### src/logic/soc_pkg.sv
package soc_pkg;

	// bus widths
	typedef logic [31:0] addr_t;
	typedef logic [31:0] data_t;
	typedef logic [3:0]  strb_t;
	typedef logic [1:0]  resp_t;

	localparam resp_t RESP_OKAY   = 2'b00;
	localparam resp_t RESP_SLVERR = 2'b10;
	localparam resp_t RESP_DECERR = 2'b11;

	localparam int GPIO_W  = 22;
	localparam int TMR_W   = 16;
	localparam int SLAVE_N = 2;
	localparam int IRQ_N   = 2;

	typedef logic [GPIO_W-1:0] gpio_vec_t;
	typedef logic [TMR_W-1:0]  tmr_cnt_t;

	// slave slot and irq bit are the same index
	localparam int SLV_GPIO = 0;
	localparam int SLV_TMR  = 1;

	localparam addr_t GPIO_BASE   = 32'h4000_0000;
	localparam addr_t TIMER_BASE  = 32'h4000_2000;
	localparam addr_t SLAVE_RANGE = 32'd4096;

	localparam int OFS_W = 12; // offset bits inside one window

	localparam logic [OFS_W-1:0] GPIO_OUT_OFS   = 12'h000;
	localparam logic [OFS_W-1:0] GPIO_TRI_OFS   = 12'h004; // 1 = input
	localparam logic [OFS_W-1:0] GPIO_IN_OFS    = 12'h008; // read only
	localparam logic [OFS_W-1:0] GPIO_ISTAT_OFS = 12'h00C; // write 1 to clear
	localparam logic [OFS_W-1:0] GPIO_IEN_OFS   = 12'h010;

	localparam logic [OFS_W-1:0] TMR_CTRL_OFS = 12'h000;
	localparam logic [OFS_W-1:0] TMR_LOAD_OFS = 12'h004;
	localparam logic [OFS_W-1:0] TMR_CNT_OFS  = 12'h008; // read only
	localparam logic [OFS_W-1:0] TMR_STAT_OFS = 12'h00C; // write 1 to clear

	typedef struct packed {
		addr_t awaddr;
		logic  awvalid;
		data_t wdata;
		strb_t wstrb;
		logic  wvalid;
		logic  bready;
		addr_t araddr;
		logic  arvalid;
		logic  rready;
	} axil_req_t;

	typedef struct packed {
		logic  awready;
		logic  wready;
		resp_t bresp;
		logic  bvalid;
		logic  arready;
		data_t rdata;
		resp_t rresp;
		logic  rvalid;
	} axil_rsp_t;

	// shared by all slaves with psel picking one
	typedef struct packed {
		addr_t paddr;
		logic  pwrite;
		data_t pwdata;
		strb_t pstrb;
		logic  penable;
	} apb_req_t;

	typedef struct packed {
		data_t prdata;
		logic  pready;
		logic  pslverr;
	} apb_rsp_t;

	typedef enum logic [1:0] {
		IDLE,
		SETUP,
		ACCESS,
		RESP
	} bridge_state_t;

	// byte strobes expanded to a bit mask
	function automatic data_t strb_mask(strb_t strb);
		data_t m;
		for (int i = 0; i < 4; i++)
			m[8*i +: 8] = {8{strb[i]}};
		return m;
	endfunction

endpackage

### src/logic/sys_reset_sync.sv
`timescale 1ns/1ps

module sys_reset_sync (
	input  logic pll_clk_out,
	input  logic arst_n_i,
	output logic sys_rst_n_o
);

	logic meta_q;
	logic sync_q;

	// assert at once and release after two edges
	always_ff @(posedge pll_clk_out or negedge arst_n_i)
	begin
		if (!arst_n_i)
		begin
			meta_q <= 1'b0;
			sync_q <= 1'b0;
		end
		else
		begin
			meta_q <= 1'b1;
			sync_q <= meta_q;
		end
	end

	assign sys_rst_n_o = sync_q;

	a_rst_follows: assert property (@(posedge pll_clk_out)
		!arst_n_i |-> !sys_rst_n_o);

endmodule

### src/logic/axi_apb_bridge.sv
`timescale 1ns/1ps

module axi_apb_bridge import soc_pkg::*; (
	input  logic               pll_clk_out,
	input  logic               rst_n_i,
	input  axil_req_t          axi_req_i,
	output axil_rsp_t          axi_rsp_o,
	output apb_req_t           apb_req_o,
	output logic [SLAVE_N-1:0] psel_o,
	input  apb_rsp_t           apb_rsp0_i,
	input  apb_rsp_t           apb_rsp1_i
);

	bridge_state_t state_q;

	// request held for the whole transfer
	addr_t              addr_q;
	data_t              wdata_q;
	strb_t              strb_q;
	logic               write_q;
	logic [SLAVE_N-1:0] sel_q;

	data_t rdata_q;
	resp_t resp_q;

	logic               rd_acc;
	logic               wr_acc;
	addr_t              req_addr;
	logic [SLAVE_N-1:0] req_sel;
	apb_rsp_t           sel_rsp;
	logic               apb_done;
	logic               rsp_taken;

	function automatic logic in_window(addr_t a, addr_t base);
		return (a >= base) && (a < base + SLAVE_RANGE);
	endfunction

	// read wins over a pending write
	assign rd_acc = (state_q == IDLE) && axi_req_i.arvalid;
	assign wr_acc = (state_q == IDLE) && axi_req_i.awvalid && axi_req_i.wvalid
		&& !axi_req_i.arvalid;

	assign req_addr = rd_acc ? axi_req_i.araddr : axi_req_i.awaddr;

	always_comb
	begin
		req_sel = '0;
		req_sel[SLV_GPIO] = in_window(req_addr, GPIO_BASE);
		req_sel[SLV_TMR]  = in_window(req_addr, TIMER_BASE);
	end

	assign sel_rsp   = sel_q[SLV_TMR] ? apb_rsp1_i : apb_rsp0_i;
	assign apb_done  = (state_q == ACCESS) && sel_rsp.pready;
	assign rsp_taken = write_q ? axi_req_i.bready : axi_req_i.rready;

	always_ff @(posedge pll_clk_out or negedge rst_n_i)
	begin
		if (!rst_n_i)
		begin
			state_q <= IDLE;
			write_q <= 1'b0;
			sel_q   <= '0;
		end
		else
		begin
			case (state_q)
				IDLE:
				begin
					if (rd_acc || wr_acc)
					begin
						write_q <= wr_acc;
						sel_q   <= req_sel;
						state_q <= (|req_sel) ? SETUP : RESP; // unmapped skips apb
					end
				end
				SETUP:
					state_q <= ACCESS;
				ACCESS:
				begin
					if (apb_done)
						state_q <= RESP;
				end
				RESP:
				begin
					if (rsp_taken)
						state_q <= IDLE;
				end
				default:
					state_q <= IDLE;
			endcase
		end
	end

	always_ff @(posedge pll_clk_out)
	begin
		if (rd_acc || wr_acc)
		begin
			addr_q  <= req_addr;
			wdata_q <= axi_req_i.wdata;
			strb_q  <= rd_acc ? '0 : axi_req_i.wstrb; // pstrb low on reads
			rdata_q <= '0;
			resp_q  <= (|req_sel) ? RESP_OKAY : RESP_DECERR;
		end
		else if (apb_done)
		begin
			rdata_q <= sel_rsp.prdata;
			resp_q  <= sel_rsp.pslverr ? RESP_SLVERR : RESP_OKAY;
		end
	end

	assign axi_rsp_o.arready = rd_acc;
	assign axi_rsp_o.awready = wr_acc;
	assign axi_rsp_o.wready  = wr_acc;
	assign axi_rsp_o.bvalid  = (state_q == RESP) && write_q;
	assign axi_rsp_o.bresp   = resp_q;
	assign axi_rsp_o.rvalid  = (state_q == RESP) && !write_q;
	assign axi_rsp_o.rresp   = resp_q;
	assign axi_rsp_o.rdata   = rdata_q;

	assign apb_req_o.paddr   = addr_q;
	assign apb_req_o.pwrite  = write_q;
	assign apb_req_o.pwdata  = wdata_q;
	assign apb_req_o.pstrb   = strb_q;
	assign apb_req_o.penable = (state_q == ACCESS);

	assign psel_o = (state_q == SETUP || state_q == ACCESS) ? sel_q : '0;

	// access always comes after a setup cycle on the same slave
	a_penable_psel: assert property (@(posedge pll_clk_out) disable iff (!rst_n_i)
		apb_req_o.penable |-> (|psel_o) && $past(psel_o) == psel_o);

	a_one_resp: assert property (@(posedge pll_clk_out) disable iff (!rst_n_i)
		!(axi_rsp_o.bvalid && axi_rsp_o.rvalid));

endmodule

### src/logic/apb_gpio.sv
`timescale 1ns/1ps

module apb_gpio import soc_pkg::*; (
	input  logic      pll_clk_out,
	input  logic      rst_n_i,
	input  apb_req_t  apb_req_i,
	input  logic      psel_i,
	output apb_rsp_t  apb_rsp_o,
	input  gpio_vec_t gpio_i,
	output gpio_vec_t gpio_o,
	output gpio_vec_t gpio_t_o,
	output logic      irq_o
);

	gpio_vec_t out_q;
	gpio_vec_t tri_q;
	gpio_vec_t ien_q;
	gpio_vec_t istat_q;
	gpio_vec_t sync1_q;
	gpio_vec_t sync2_q;
	gpio_vec_t prev_q; // last synchronized value

	logic             wr_en;
	logic [OFS_W-1:0] ofs;
	data_t            wmask;
	gpio_vec_t        bmask;
	gpio_vec_t        bdata;
	gpio_vec_t        fall;
	gpio_vec_t        istat_clr;
	data_t            rdata;

	assign ofs   = apb_req_i.paddr[OFS_W-1:0];
	assign wr_en = psel_i && apb_req_i.penable && apb_req_i.pwrite;
	assign wmask = strb_mask(apb_req_i.pstrb);
	assign bmask = wmask[GPIO_W-1:0];
	assign bdata = apb_req_i.pwdata[GPIO_W-1:0];

	always_ff @(posedge pll_clk_out or negedge rst_n_i)
	begin
		if (!rst_n_i)
		begin
			out_q <= '0;
			tri_q <= '1; // all pins start as inputs
			ien_q <= '0;
		end
		else if (wr_en)
		begin
			case (ofs)
				GPIO_OUT_OFS: out_q <= (out_q & ~bmask) | (bdata & bmask);
				GPIO_TRI_OFS: tri_q <= (tri_q & ~bmask) | (bdata & bmask);
				GPIO_IEN_OFS: ien_q <= (ien_q & ~bmask) | (bdata & bmask);
				default: ;
			endcase
		end
	end

	// two flop input synchronizer plus edge history
	always_ff @(posedge pll_clk_out or negedge rst_n_i)
	begin
		if (!rst_n_i)
		begin
			sync1_q <= '0;
			sync2_q <= '0;
			prev_q  <= '0;
		end
		else
		begin
			sync1_q <= gpio_i;
			sync2_q <= sync1_q;
			prev_q  <= sync2_q;
		end
	end

	assign fall      = prev_q & ~sync2_q;
	assign istat_clr = (wr_en && ofs == GPIO_ISTAT_OFS) ? (bdata & bmask) : '0;

	// new edge beats a clear in the same cycle
	always_ff @(posedge pll_clk_out or negedge rst_n_i)
	begin
		if (!rst_n_i)
			istat_q <= '0;
		else
			istat_q <= (istat_q & ~istat_clr) | fall;
	end

	always_comb
	begin
		rdata = '0;
		case (ofs)
			GPIO_OUT_OFS:   rdata = data_t'(out_q);
			GPIO_TRI_OFS:   rdata = data_t'(tri_q);
			GPIO_IN_OFS:    rdata = data_t'(sync2_q);
			GPIO_ISTAT_OFS: rdata = data_t'(istat_q);
			GPIO_IEN_OFS:   rdata = data_t'(ien_q);
			default:        rdata = '0;
		endcase
	end

	assign apb_rsp_o.prdata  = rdata;
	assign apb_rsp_o.pready  = 1'b1; // no wait states
	assign apb_rsp_o.pslverr = 1'b0;

	assign gpio_o   = out_q;
	assign gpio_t_o = tri_q;
	assign irq_o    = |(istat_q & ien_q);

	a_no_wait: assert property (@(posedge pll_clk_out) disable iff (!rst_n_i)
		psel_i |-> apb_rsp_o.pready);

endmodule

### src/logic/apb_timer.sv
`timescale 1ns/1ps

module apb_timer import soc_pkg::*; (
	input  logic     pll_clk_out,
	input  logic     rst_n_i,
	input  apb_req_t apb_req_i,
	input  logic     psel_i,
	output apb_rsp_t apb_rsp_o,
	output logic     irq_o
);

	logic     en_q;
	tmr_cnt_t load_q;
	tmr_cnt_t cnt_q;
	logic     flag_q; // sticky expiry

	logic             wr_en;
	logic [OFS_W-1:0] ofs;
	data_t            wmask;
	tmr_cnt_t         new_load;
	logic             ctrl_wr;
	logic             load_wr;
	logic             stat_clr;
	logic             reload;
	data_t            rdata;

	assign ofs   = apb_req_i.paddr[OFS_W-1:0];
	assign wr_en = psel_i && apb_req_i.penable && apb_req_i.pwrite;
	assign wmask = strb_mask(apb_req_i.pstrb);

	assign new_load = (load_q & ~wmask[TMR_W-1:0])
		| (apb_req_i.pwdata[TMR_W-1:0] & wmask[TMR_W-1:0]);

	assign ctrl_wr  = wr_en && ofs == TMR_CTRL_OFS && apb_req_i.pstrb[0];
	assign load_wr  = wr_en && ofs == TMR_LOAD_OFS;
	assign stat_clr = wr_en && ofs == TMR_STAT_OFS && (apb_req_i.pwdata[0] & wmask[0]);
	assign reload   = en_q && cnt_q == '0;

	always_ff @(posedge pll_clk_out or negedge rst_n_i)
	begin
		if (!rst_n_i)
		begin
			en_q   <= 1'b0;
			load_q <= '0;
			cnt_q  <= '0;
			flag_q <= 1'b0;
		end
		else
		begin
			if (ctrl_wr)
				en_q <= apb_req_i.pwdata[0];
			if (load_wr)
				load_q <= new_load;

			if (reload)
				cnt_q <= load_q; // step after zero
			else if (en_q)
				cnt_q <= cnt_q - tmr_cnt_t'(1);
			else if (load_wr)
				cnt_q <= new_load; // preset while stopped

			if (reload)
				flag_q <= 1'b1;
			else if (stat_clr)
				flag_q <= 1'b0;
		end
	end

	always_comb
	begin
		rdata = '0;
		case (ofs)
			TMR_CTRL_OFS: rdata = data_t'(en_q);
			TMR_LOAD_OFS: rdata = data_t'(load_q);
			TMR_CNT_OFS:  rdata = data_t'(cnt_q);
			TMR_STAT_OFS: rdata = data_t'(flag_q);
			default:      rdata = '0;
		endcase
	end

	assign apb_rsp_o.prdata  = rdata;
	assign apb_rsp_o.pready  = 1'b1;
	assign apb_rsp_o.pslverr = 1'b0;

	assign irq_o = flag_q;

	// running count stays inside the reload range
	a_cnt_range: assert property (@(posedge pll_clk_out) disable iff (!rst_n_i)
		en_q && !load_wr && cnt_q <= load_q |=> cnt_q <= load_q);

endmodule

### src/logic/periph_soc_top.sv
`timescale 1ns/1ps

module periph_soc_top import soc_pkg::*; (
	input  logic             pll_clk_out,
	input  logic             arst_n_i,
	input  axil_req_t        s_axi_req_i,
	output axil_rsp_t        s_axi_rsp_o,
	input  gpio_vec_t        gpio_i,
	output gpio_vec_t        gpio_o,
	output gpio_vec_t        gpio_t_o,
	output logic [IRQ_N-1:0] irq_o
);

	logic               sys_rst_n;
	apb_req_t           apb_req;
	logic [SLAVE_N-1:0] psel;
	apb_rsp_t           gpio_rsp;
	apb_rsp_t           tmr_rsp;

	sys_reset_sync u_rst_sync (
		.pll_clk_out (pll_clk_out),
		.arst_n_i    (arst_n_i),
		.sys_rst_n_o (sys_rst_n)
	);

	axi_apb_bridge u_bridge (
		.pll_clk_out (pll_clk_out),
		.rst_n_i     (sys_rst_n),
		.axi_req_i   (s_axi_req_i),
		.axi_rsp_o   (s_axi_rsp_o),
		.apb_req_o   (apb_req),
		.psel_o      (psel),
		.apb_rsp0_i  (gpio_rsp),
		.apb_rsp1_i  (tmr_rsp)
	);

	apb_gpio u_gpio (
		.pll_clk_out (pll_clk_out),
		.rst_n_i     (sys_rst_n),
		.apb_req_i   (apb_req),
		.psel_i      (psel[SLV_GPIO]),
		.apb_rsp_o   (gpio_rsp),
		.gpio_i      (gpio_i),
		.gpio_o      (gpio_o),
		.gpio_t_o    (gpio_t_o),
		.irq_o       (irq_o[SLV_GPIO])
	);

	apb_timer u_timer (
		.pll_clk_out (pll_clk_out),
		.rst_n_i     (sys_rst_n),
		.apb_req_i   (apb_req),
		.psel_i      (psel[SLV_TMR]),
		.apb_rsp_o   (tmr_rsp),
		.irq_o       (irq_o[SLV_TMR])
	);

endmodule

### config.mk
export PLATFORM = sky130hd
export DESIGN_NAME = periph_soc_top
export DESIGN_NICKNAME = d
export VERILOG_FILES = /design/src/logic/soc_pkg.sv /design/src/logic/sys_reset_sync.sv /design/src/logic/axi_apb_bridge.sv /design/src/logic/apb_gpio.sv /design/src/logic/apb_timer.sv /design/src/logic/periph_soc_top.sv
export SDC_FILE = /design/constraint.sdc
export NUM_CORES = 1
export LEC_CHECK = 0
export BUFFER_PORTS_ARGS = -buffer_cell sky130_fd_sc_hd__clkbuf_2
export CORE_MARGIN = 2
export CORE_UTILIZATION = 50
export DETAILED_ROUTE_END_ITERATION = 10
export GPL_TIMING_DRIVEN = 0
export PLACE_DENSITY = 0.84
export SETUP_SLACK_MARGIN = 0.4
export SLEW_MARGIN = 15
export SYNTH_ARGS = -nofsm -noshare
export SYNTH_HDL_FRONTEND = slang
export SYNTH_SLANG_ARGS = --single-unit
### constraint.sdc
create_clock -name pll_clk_out -period 7.9 [get_ports pll_clk_out]
set_input_delay 0.395 -clock pll_clk_out [delete_from_list [all_inputs] [get_ports pll_clk_out]]
set_output_delay 0.395 -clock pll_clk_out [all_outputs]
set_load 0.005 [all_outputs]
# After elaboration in Yosys (flattened, before gate mapping)
# Index checks and enable logic that the tools add are counted.
totals:
  ff_bits: 266
  in_bits: 129
  output_inout_bits: 87
  wordCells: 113
classes:
  add_sub_neg: 1
  order_cmp: 4
  n_eq_ne: 10
  muxes: 21
  n_bitwise: 19
  reduce_logical: 37
op_table:
  columns: ["op", "n"]
  rows:
  - ["$and 22x22->22", 7]
  - ["$pmux 22 s5", 1]
  - ["$or 22x22->22", 4]
  - ["$not 22->22", 3]
  - ["$ge 32x31->1 const B", 2]
  - ["$lt 32x31->1 const B", 2]
  - ["$pmux 16 s4", 1]
  - ["$mux 16", 3]
  - ["$mux 34", 1]
  - ["$and 16x16->16", 2]
  - ["$mux 32", 1]
  - ["$eq 12x4->1 const B", 2]
  - ["$mux 22", 1]
  - ["$reduce_or 22->1", 1]
  - ["$logic_and 1x1->1", 20]
  - ["$mux 2", 9]
  - ["$logic_not 16->1", 1]
  - ["$not 16->16", 1]
  - ["$or 16x16->16", 1]
  - ["$sub 16x1->16 const B", 1]
  - ["$eq 12x3->1 const B", 1]
  - ["$eq 12x5->1 const B", 1]
  - ["$logic_not 12->1", 1]
  - ["$pmux 2 s4", 1]
  - ["14 further kinds", 24]

# Depth between registers and ports, before layout
# Gate-level depths: netlist of run 1.
logic_depth:
  ltp_word: 10
  depth_mapped: 9
  mapped_depth_nobuf: 8

# Hierarchy
# Synthesis of run 1 repeated with hierarchy kept, for this count alone.
unflattened:
  hier_cells: 1071
  hier_area_um2: 13508.0
modules_own_cells:
  columns: ["mod", "n_inst", "cells_per_inst", "area_per_inst_um2", "seq_area_each_um2"]
  rows:
  - ["apb_gpio", 1, 479, 6354.8, 3881.2]
  - ["axi_apb_bridge", 1, 318, 4541.9, 2867.8]
  - ["apb_timer", 1, 271, 2557.5, 850.8]
  - ["sys_reset_sync", 1, 3, 53.8, 50.0]

# Least setup slack after synthesis of run 1
# No wires, ideal clock.
synth_path:
  path_kind: "register to register"
  start: "reg u_bridge.state_q[0]"
  end: "reg u_bridge.rdata_q[12]"
  setup_ns: 0.122
  arrival_ns: 2.498
  t_required_ns: 7.778
  path_slack_ns: 5.280
  path_stages_with_launch: 9
  n_path_buf: 2
  synth_period_minus_slack_ns: 2.620
  path_cell_list: "dfrtp_1 inv_1 ha_1 nand2b_1 clkbuf_1 inv_1 nor2_1 clkbuf_1 a221o_1"
synth_between:
  elab_chain_cells: 5
  word_cells_on_any_way: 8
synth_lines:
  columns: ["item", "line_no", "source"]
  rows:
  - ["start: declaration", "axi_apb_bridge.sv:14", "bridge_state_t state_q;"]
  - ["start signal: assignment", "axi_apb_bridge.sv:73", "state_q <= (|req_sel) ? SETUP : RESP;"]
  - ["$logic_not 2->1", "axi_apb_bridge.sv:39, axi_apb_bridge.sv:40", null]
  - ["$logic_and 1x1->1 (2 in series)", "axi_apb_bridge.sv:40", "assign wr_acc = (state_q == IDLE) && axi_req_i.awvalid && axi_req_i.wvalid"]
  - ["$logic_and 1x1->1", "axi_apb_bridge.sv:41", "&& !axi_req_i.arvalid;"]
  - ["$logic_or 1x1->1", "axi_apb_bridge.sv:96", "if (rd_acc || wr_acc)"]
  - ["end signal: assignment", "axi_apb_bridge.sv:106", "rdata_q <= sel_rsp.prdata;"]
  - ["end: declaration", "axi_apb_bridge.sv:23", "data_t rdata_q;"]
# Parallel ways exist; a longest one is shown, timed or not.
# A chain may end at the register's enable or synchronous reset.

# Worst setup path after layout of run 1
layout_path:
  start: "reg u_bridge.state_q[0]"
  end: "reg u_timer.cnt_q[10]"
layout_between:
  elab_chain_cells: 7
  word_cells_on_any_way: 8
layout_lines:
  columns: ["item", "line_no", "source"]
  rows:
  - ["$eq 2x1->1 or $eq 2x2->1 (tied branches)", "axi_apb_bridge.sv:126, axi_apb_bridge.sv:124", null]
  - ["$logic_or 1x1->1", "axi_apb_bridge.sv:126", "assign psel_o = (state_q == SETUP || state_q == ACCESS) ? sel_q : '0;"]
  - ["$mux 2", "axi_apb_bridge.sv:126", null]
  - ["$logic_and 1x1->1 * (2 in series)", "apb_timer.sv:28", "assign wr_en = psel_i && apb_req_i.penable && apb_req_i.pwrite;"]
  - ["$logic_and 1x1->1 *", "apb_timer.sv:35", "assign load_wr = wr_en && ofs == TMR_LOAD_OFS;"]
  - ["$reduce_bool 3->1 (no line) *", null, null]
  - ["end signal: assignment", "apb_timer.sv:56", "cnt_q <= load_q;"]
  - ["end signal: assignment", "apb_timer.sv:58", "cnt_q <= cnt_q - tmr_cnt_t'(1);"]
  - ["end signal: assignment", "apb_timer.sv:60", "cnt_q <= new_load;"]
  - ["end: declaration", "apb_timer.sv:14", "tmr_cnt_t cnt_q;"]
# Mark *: on every way between the ends. The rest lies on a longest branch, timed or not.

==> summary.md, run 1 <==
| Metric | Value |
|---|---|
| Yosys reg bits | 255 |
| Clock latency on the worst-skew pair | 0.53 ns |
| Worst Clk Skew | 0.01717 ns |
| Pleak | 0.006136 uW |
| TritonCTS Sinks | 255 |
| Worst min-delay path category | in2reg |
| DRT Pass-1 Iters | 5 |
| Switch share | 27.07% |
| Fin. Hold Viols | 0 |
| Chip width | 153.2 microns |
| Initial Utilization | 51.03% |
| Sequential cell fraction of total power | 47.0% |
| Row cnt | 54 |
| Final instance area | 0.01372 sq mm |
| Total global routing overflow | 0 |
| WL/cell | 22.90 microns |
| Post-synth ARST share | 76.47% |
| Setup TNS | 0 ns |
| CTS Buf Count | 25 |
| Critical path data arrival time | 4.03 ns |
| Vias/cell | 6.199 |
| Cell Chain, Critical Path | inv_1 -> ha_1 -> or4b_2 -> nor4_1 -> nor2_1 -> clkbuf_1 -> nand2_1 -> o21ai_0 |
| Largest net degree at the start of global routing | 55 |
| Commonest non-fill, non-tap cell in the layout | clkbuf_2 |
| Critical path class | reg2reg |
| Hold path depth | 1 |
| Post-synthesis cell area | 0.01114 sq mm |
| Internal reg-to-reg setup slack | 4.26 ns |
| Status | complete, no violations |
| DP HPWL | 22.78 mm |
| Worst R2R Path Depth | 8 |
| Gpl congestion | 0.9264 |
| Shortest period the worst path allows | 3.643 ns |
| Root buffer cell | clkbuf_16 |
| CP max stage cell | nor4_1 |
| Port buffer count | 194 |
| DR DRC count | 0 |
| Vias in the first global route | 9098 |
| Setup Fix Bufs, Post-CTS | 0 |
| CTS tree | yes |
| H-Tree Depth | 1 |
| Delay of the slowest critical-path stage | 0.96 ns |
| Average cell area after synthesis | 12.57 sq um |
| Initial antenna violation count | 1 |
| Most frequent cells in the layout | clkbuf_2 (194), dfrtp_1 (172), mux2_2 (108), nand2_1 (57), edfxtp_1 (38) |
| Crit. path cell count | 8 |
| Multi-input gate area | 0.004248 sq mm |
| Post-synth EDFFs | 38 |
| Vias | 8945 |
| Maximum VDD drop | 0.0001634 V |
| PwrDens | 233.9 mW/mm^2 |
| Max-slew violations | 0 |
| Post-DP Area | 0.01262 sq mm |
| Clk slew on worst S/H paths | 0.06 ns |
| CP startpoint kind | flip-flop |
| Placed cell count | 1374 |
| Logic gate share of total power | 14.5% |
| CP delay by family, top | simple AND/OR/NAND/NOR gates |
| CP required | 8.29 ns |
| Total power | 3210 uW |
| Fill count | 1608 |
| Worst-path maximum fanout | 10 |
| Post-DRT Antenna Nets | 0 |
| Sequential cell area fraction in the yosys report | 58.26% |
| Ports | 216 |
| Clk buf depth | 3 |
| First-pass GRT wire length | 51.69 mm |
| Final setup viols | 0 |
| RSZ-0062 raised after global routing | false |
| Number of buffers and inverters on the critical path | 2 |
| Max Fclk | 0.2745 GHz |
| Netlist cell types | 67 |
| Iter 0 DRT Violations | 1054 |
| Cells after Synth | 886 |
| Final nets | 1278 |
| Storage cell area | 0.006492 sq mm |
| Top_reg_cell synth | dfrtp_1 |
| P&R area growth vs syn | 23.22% |
| Fraction of layout cells with a size suffix above 1 | 36.63% |
| PostCTS Resize Cnt | 0 |
| Post-Route WL | 33.05 mm |
| # diodes | 0 |
| Slew at the pin closest to its max-slew limit | 1.256 ns |
| Clock share of power | 38.6% |
| Slew margin rel. | 15.52% |
| Hold buffers post-CTS | 23 |
| Gr usage total | 27.99% |
| P_int | 2341 uW |
| Layout Cells excl Fill | 1443 |
| Ys Warns | 0 |
| Die Y-Extent | 153.2 microns |
| Core area | 0.02182 sq mm |
| Crit end category | flip-flop |
| Switching power | 869.0 uW |
| Die area | 0.02348 sq mm |
| Maximum capacitance violations | 0 |
| Worst hold margin | 0.03612 ns |
| Final period util | 46.12% |
==> through the flow <==
step | utilization [%] | worst slack (ns)
2_1_floorplan | - | 2.102
5_1_grt | 62.88 | 4.069
3_5_place_dp | 57.84 | 4.412
3_3_place_gp | 57.24 | -0.03562
4_1_cts | 62.81 | 4.370
6_report | 62.88 | 4.257
==> cells by family after synthesis <==
logic type               share of synthesized area, %
other                                         0.06743
AND/OR/NAND/NOR                                 8.954
buffers and inverters                           4.179
multiplexers                                    13.85
adder cells (fa/ha/maj)                        0.5617
flip-flops                                      58.26
XOR/XNOR                                       0.4719
AO/OA/AOI/OAI                                   13.65
==> routing by layer <==
| layer | wire [microns] | vias up | global-route usage (%) |
|---|---|---|---|
| met2 | 15380 | 641 | 44.28 |
| met3 | 3434 | 133 | 6.606 |
| met1 | 12530 | 4355 | 37.30 |
| met4 | 1697 | 0 | 11.77 |
| li1 | - | 3816 | - |
| met5 | 0 | - | 0 |
==> power by group through the flow <==
stage | sequential, uW | combinational (uW) | clock, uW
2_1_floorplan | 1500 | 260 | 0
3_3_place_gp | 1540 | 398 | 0
3_5_place_dp | 1530 | 444 | 0
4_1_cts | 1510 | 457 | 1250
5_1_grt | 1520 | 503 | 1300
6_report | 1510 | 464 | 1240
==> worst reg2reg max path: cells and delay by family, from the launching register on <==
| family | cells | cell delay (ns) |
|---|---|---|
| and+or+nand+nor | 4 | 2.16 |
| adders and majority gates | 1 | 0.37 |
| buffers and inverters | 2 | 0.50 |
| AOI/OAI and AO/OA | 1 | 0.09 |
| DFF | 1 | 0.39 |
==> worst paths after layout <==
check | start | to
setup / recovery | u_bridge.state_q[0] | u_timer.cnt_q[10]
hold / removal | s_axi_req_i[56] | u_bridge.wdata_q[16]
setup reg to reg | u_bridge.state_q[0] | u_timer.cnt_q[10]
hold reg to reg | u_gpio.sync1_q[9] | u_gpio.sync2_q[9]
max in group asynchronous | u_rst_sync.sys_rst_n_o | asynchronous set/reset pin
min in group asynchronous | arst_n_i | u_rst_sync.meta_q
==> cell type report <==
class | instances | area share (%)
plain buffers | 63 | 2.352
clock buffers | 38 | 5.352
clock inverters | 8 | 0.8844
inverters | 38 | 1.039
multi-input cells | 539 | 30.95
flip-flops and latches | 255 | 47.31
well taps | 280 | 2.553
repair buffers | 222 | 9.555
==> Yosys cell counts (8+ instances only) <==
cell	number	share of area [%]
a21oi_1	26	1.2
a221o_1	8	0.72
a22o_1	37	2.9
a22oi_1	34	2.3
buf_2	15	0.67
buf_4	18	1.2
clkbuf_1	27	0.91
dfrtp_1	173	39
dfstp_2	22	5.2
dfxtp_1	22	4.0
edfxtp_1	38	10
inv_1	38	1.3
mux2_2	108	11
mux2i_1	18	1.6
nand2_1	57	1.9
nand3_1	10	0.45
nand4_1	8	0.45
nor2_1	23	0.78
nor2b_1	10	0.56
nor3_1	11	0.49
nor4_1	17	0.95
o21ai_0	32	1.4
o22ai_1	9	0.51
o2bb2ai_1	13	1.0
No activity file was read; power rests on OpenSTA's default activity.
==> run 2, diff against run 1 <==
Settings changed: ABC_AREA from default to 1.
Clock period 7.9 ns to 3.55 ns, I/O delays scaled along.
==> summary.md, run 2 <==
| Metric | Value |
|---|---|
| Status | finished with violations |
| Failing checks | negative hold slack |
| # diodes | 0 (unchanged) |
| CTS Buf Count | 26 (+4.0%) |
| Clk slew on worst S/H paths | 0.07 ns (about the same) |
| Storage cell area | 0.006492 sq mm (unchanged) |
| Post-synth EDFFs | 38 (unchanged) |
| Critical path data arrival time | 3.48 ns (-0.55 ns) |
| Vias | 10868 (+21%) |
| Iter 0 DRT Violations | 1230 (+17%) |
| Worst hold margin | -0.006960 ns (-0.04308 ns) |
| Cell with the most instances after synthesis | nand2_1 |
| Worst Clk Skew | 0.02148 ns (+0.004311 ns) |
| Final nets | 1786 (+40%) |
| Pleak | 0.006967 uW (+14%) |
| Netlist cell types | 47 (-30%) |
| Core area | 0.02264 sq mm (+3.7%) |
| Synth top area cells | dfrtp_1 (37%), nand2_1 (12%), edfxtp_1 (9.9%) |
| Post-synthesis cell area | 0.01155 sq mm (+3.7%) |
| Largest net degree at the start of global routing | 61 (+11%) |
| Final period util | 84.89% (+39 points) |
| Initial antenna violation count | 0 (-1) |
| Fin worst setup slack | 0.5364 ns (-3.720 ns) |
| Worst-path maximum fanout | 28 (+18) |
| Critical path class | reg2reg |
| Clock latency on the worst-skew pair | 0.55 ns (+0.02 ns) |
| Gpl congestion | 0.9344 (+0.86%) |
| Slew margin rel. | 46.76% (+31 points) |
| First-pass GRT wire length | 57.32 mm (+11%) |
| Gr usage total | 30.47% (+2.5 points) |
| Post-synth ARST share | 76.47% (unchanged) |
| Port buffer count | 194 (unchanged) |
| Die Y-Extent | 156.0 microns (+1.8%) |
| Vias/cell | 5.553 (-10%) |
| DR DRC count | 0 (unchanged) |
| Maximum capacitance violations | 0 (unchanged) |
| Multi-input gate area | 0.004148 sq mm (-2.4%) |
| Average cell area after synthesis | 8.596 sq um (-32%) |
| Fill count | 1738 (+8.1%) |
| Post-Route WL | 36.81 mm (+11%) |
| Setup Fix Bufs, Post-CTS | 0 (unchanged) |
| Die area | 0.02434 sq mm (+3.6%) |
| H-Tree Depth | 1 (unchanged) |
| Row cnt | 55 (+1.9%) |
| Shortest period the worst path allows | 3.014 ns (-0.6296 ns) |
| Ports | 216 (unchanged) |
| Worst min-delay path category | in2reg |
| Vias in the first global route | 10703 (+18%) |
| RSZ-0062 raised after global routing | false |
| Yosys top cell by area | dfrtp_1 |
| Ys Warns | 0 (unchanged) |
| Most frequent cells in the layout | nand2_1 (370), clkbuf_2 (194), o21ai_0 (172), dfrtp_1 (172), inv_1 (140) |
| Crit end category | flip-flop |
| Fraction of layout cells with a size suffix above 1 | 19.98% (-17 points) |
| CP required | 4.02 ns (-4.27 ns) |
| Slew at the pin closest to its max-slew limit | 0.7785 ns (-0.4772 ns) |
| Commonest non-fill, non-tap cell in the layout | nand2_1 |
| Synth top cells by count | nand2_1 (371), dfrtp_1 (173), o21ai_0 (172) |
| Post-DRT Antenna Nets | 0 (unchanged) |
| Post-place setup slack | 0.7248 ns (-3.687 ns) |
| CP startpoint kind | flip-flop |
| Root buffer cell | clkbuf_16 |
| Yosys reg bits | 255 (unchanged) |
| Clk buf depth | 3 (unchanged) |
| Synth top area share | 37.47% (-1.4 points) |
| Max Fclk | 0.3318 GHz (+21%) |
| Maximum VDD drop | 0.0003795 V (+130%) |
| Fin. Hold Viols | 1 (+1) |
| Total power | 8044 uW (+150%) |
| P&R area growth vs syn | 26.61% |
| Post-layout util | 64.61% (+1.7 points) |
| Sequential cell area fraction in the yosys report | 56.16% (-2.1 points) |
| TritonCTS Sinks | 255 (unchanged) |
| Top_reg_cell synth | dfrtp_1 |
| DP HPWL | 25.69 mm (+13%) |
| Chip width | 156.0 microns (+1.8%) |
| PwrDens | 549.9 mW/mm^2 (+140%) |
| Total global routing overflow | 0 (unchanged) |
| WL/cell | 18.81 microns (-18%) |
| CTS tree | yes |
| Max-slew violations | 0 (unchanged) |
| Final setup viols | 0 (unchanged) |
| DRT Pass-1 Iters | 5 (unchanged) |
| Initial Utilization | 51.03% (about the same) |
| Cells after Synth | 1344 (+52%) |
-- run 2: final timing paths --
path | startpoint | endpoint | slack [ns] | depth (start not counted)
worst max register to register | u_bridge.state_q[1] | u_bridge.rdata_q[20] | 0.54 | 9
worst min-delay path | s_axi_req_i[38] | u_bridge.strb_q[2] | -0.007 | 3
max in group asynchronous | u_rst_sync.sys_rst_n_o | asynchronous set/reset pin | 2.11 | 2
min in group asynchronous | u_rst_sync.sys_rst_n_o | asynchronous set/reset pin | 0.35 | 0
worst min register to register | u_rst_sync.sys_rst_n_o | asynchronous set/reset pin | 0.35 | 0
worst max-delay path | u_bridge.state_q[1] | u_bridge.rdata_q[20] | 0.54 | 9
-- run 2: layout make-up --
cell class	instances	area share, %
Tap cell	285	2.438
Timing Repair Buffer	271	12.33
Clock inverter	14	1.112
Sequential cell	255	44.38
Buffer	70	2.771
Inverter	146	3.746
Clock buffer	34	4.858
Multi-Input combinational cell	882	28.36
-- run 2: metrics by stage --
step	TNS, ns	cells	cell area [sq um]
after global routing	0	1957	14630
after detailed placement	0	1836	13020
after global placement	-5.219	1832	12920
after floorplan	0	1353	11590
final	0	1957	14630
after CTS	0	1957	14630
-- run 2: critical path, stage by stage, from the launching register on --
cell     delay (ns)
dfrtp_1        0.41
inv_1          0.09
ha_1           0.23
nand2_1        0.24
buf_2          0.28
nand2_2        0.36
buf_12         0.31
nor3_1         0.62
o21ai_0        0.26
nand2_1        0.10
-- run 2: logic make-up after synthesis --
| group | after synthesis | share of synthesized area (%) |
|---|---|---|
| multiplexers | 12 | 1.256 |
| adder cells (fa/ha/maj) | 5 | 0.5415 |
| AND/OR/NAND/NOR | 602 | 21.68 |
| buffers and inverters | 216 | 8.252 |
| AO/OA/AOI/OAI | 246 | 11.59 |
| other | 2 | 0.06500 |
| XOR/XNOR | 6 | 0.4548 |
| flip-flops | 255 | 56.16 |
-- run 2: repair_timing --
action | in CTS | in global routing
hold buffers | 73 | 0
gates resized for setup | 0 | 0
endpoints found under the hold margin | 61 | 0
setup endpoints to repair | 0 | 0
-- run 2: report_power, final --
part	internal (uW)	switching, uW
logic	632	1110
clock network	1630	1180
registers	3300	189
-- run 2: layer usage --
layer	global-route usage [%]	part of all wire [%]	vias up
met1	39.86	39	5133
met5	0	0	-
met3	4.583	9.6	119
met4	14.15	4.8	0
li1	-	-	4957
met2	50.34	47	659
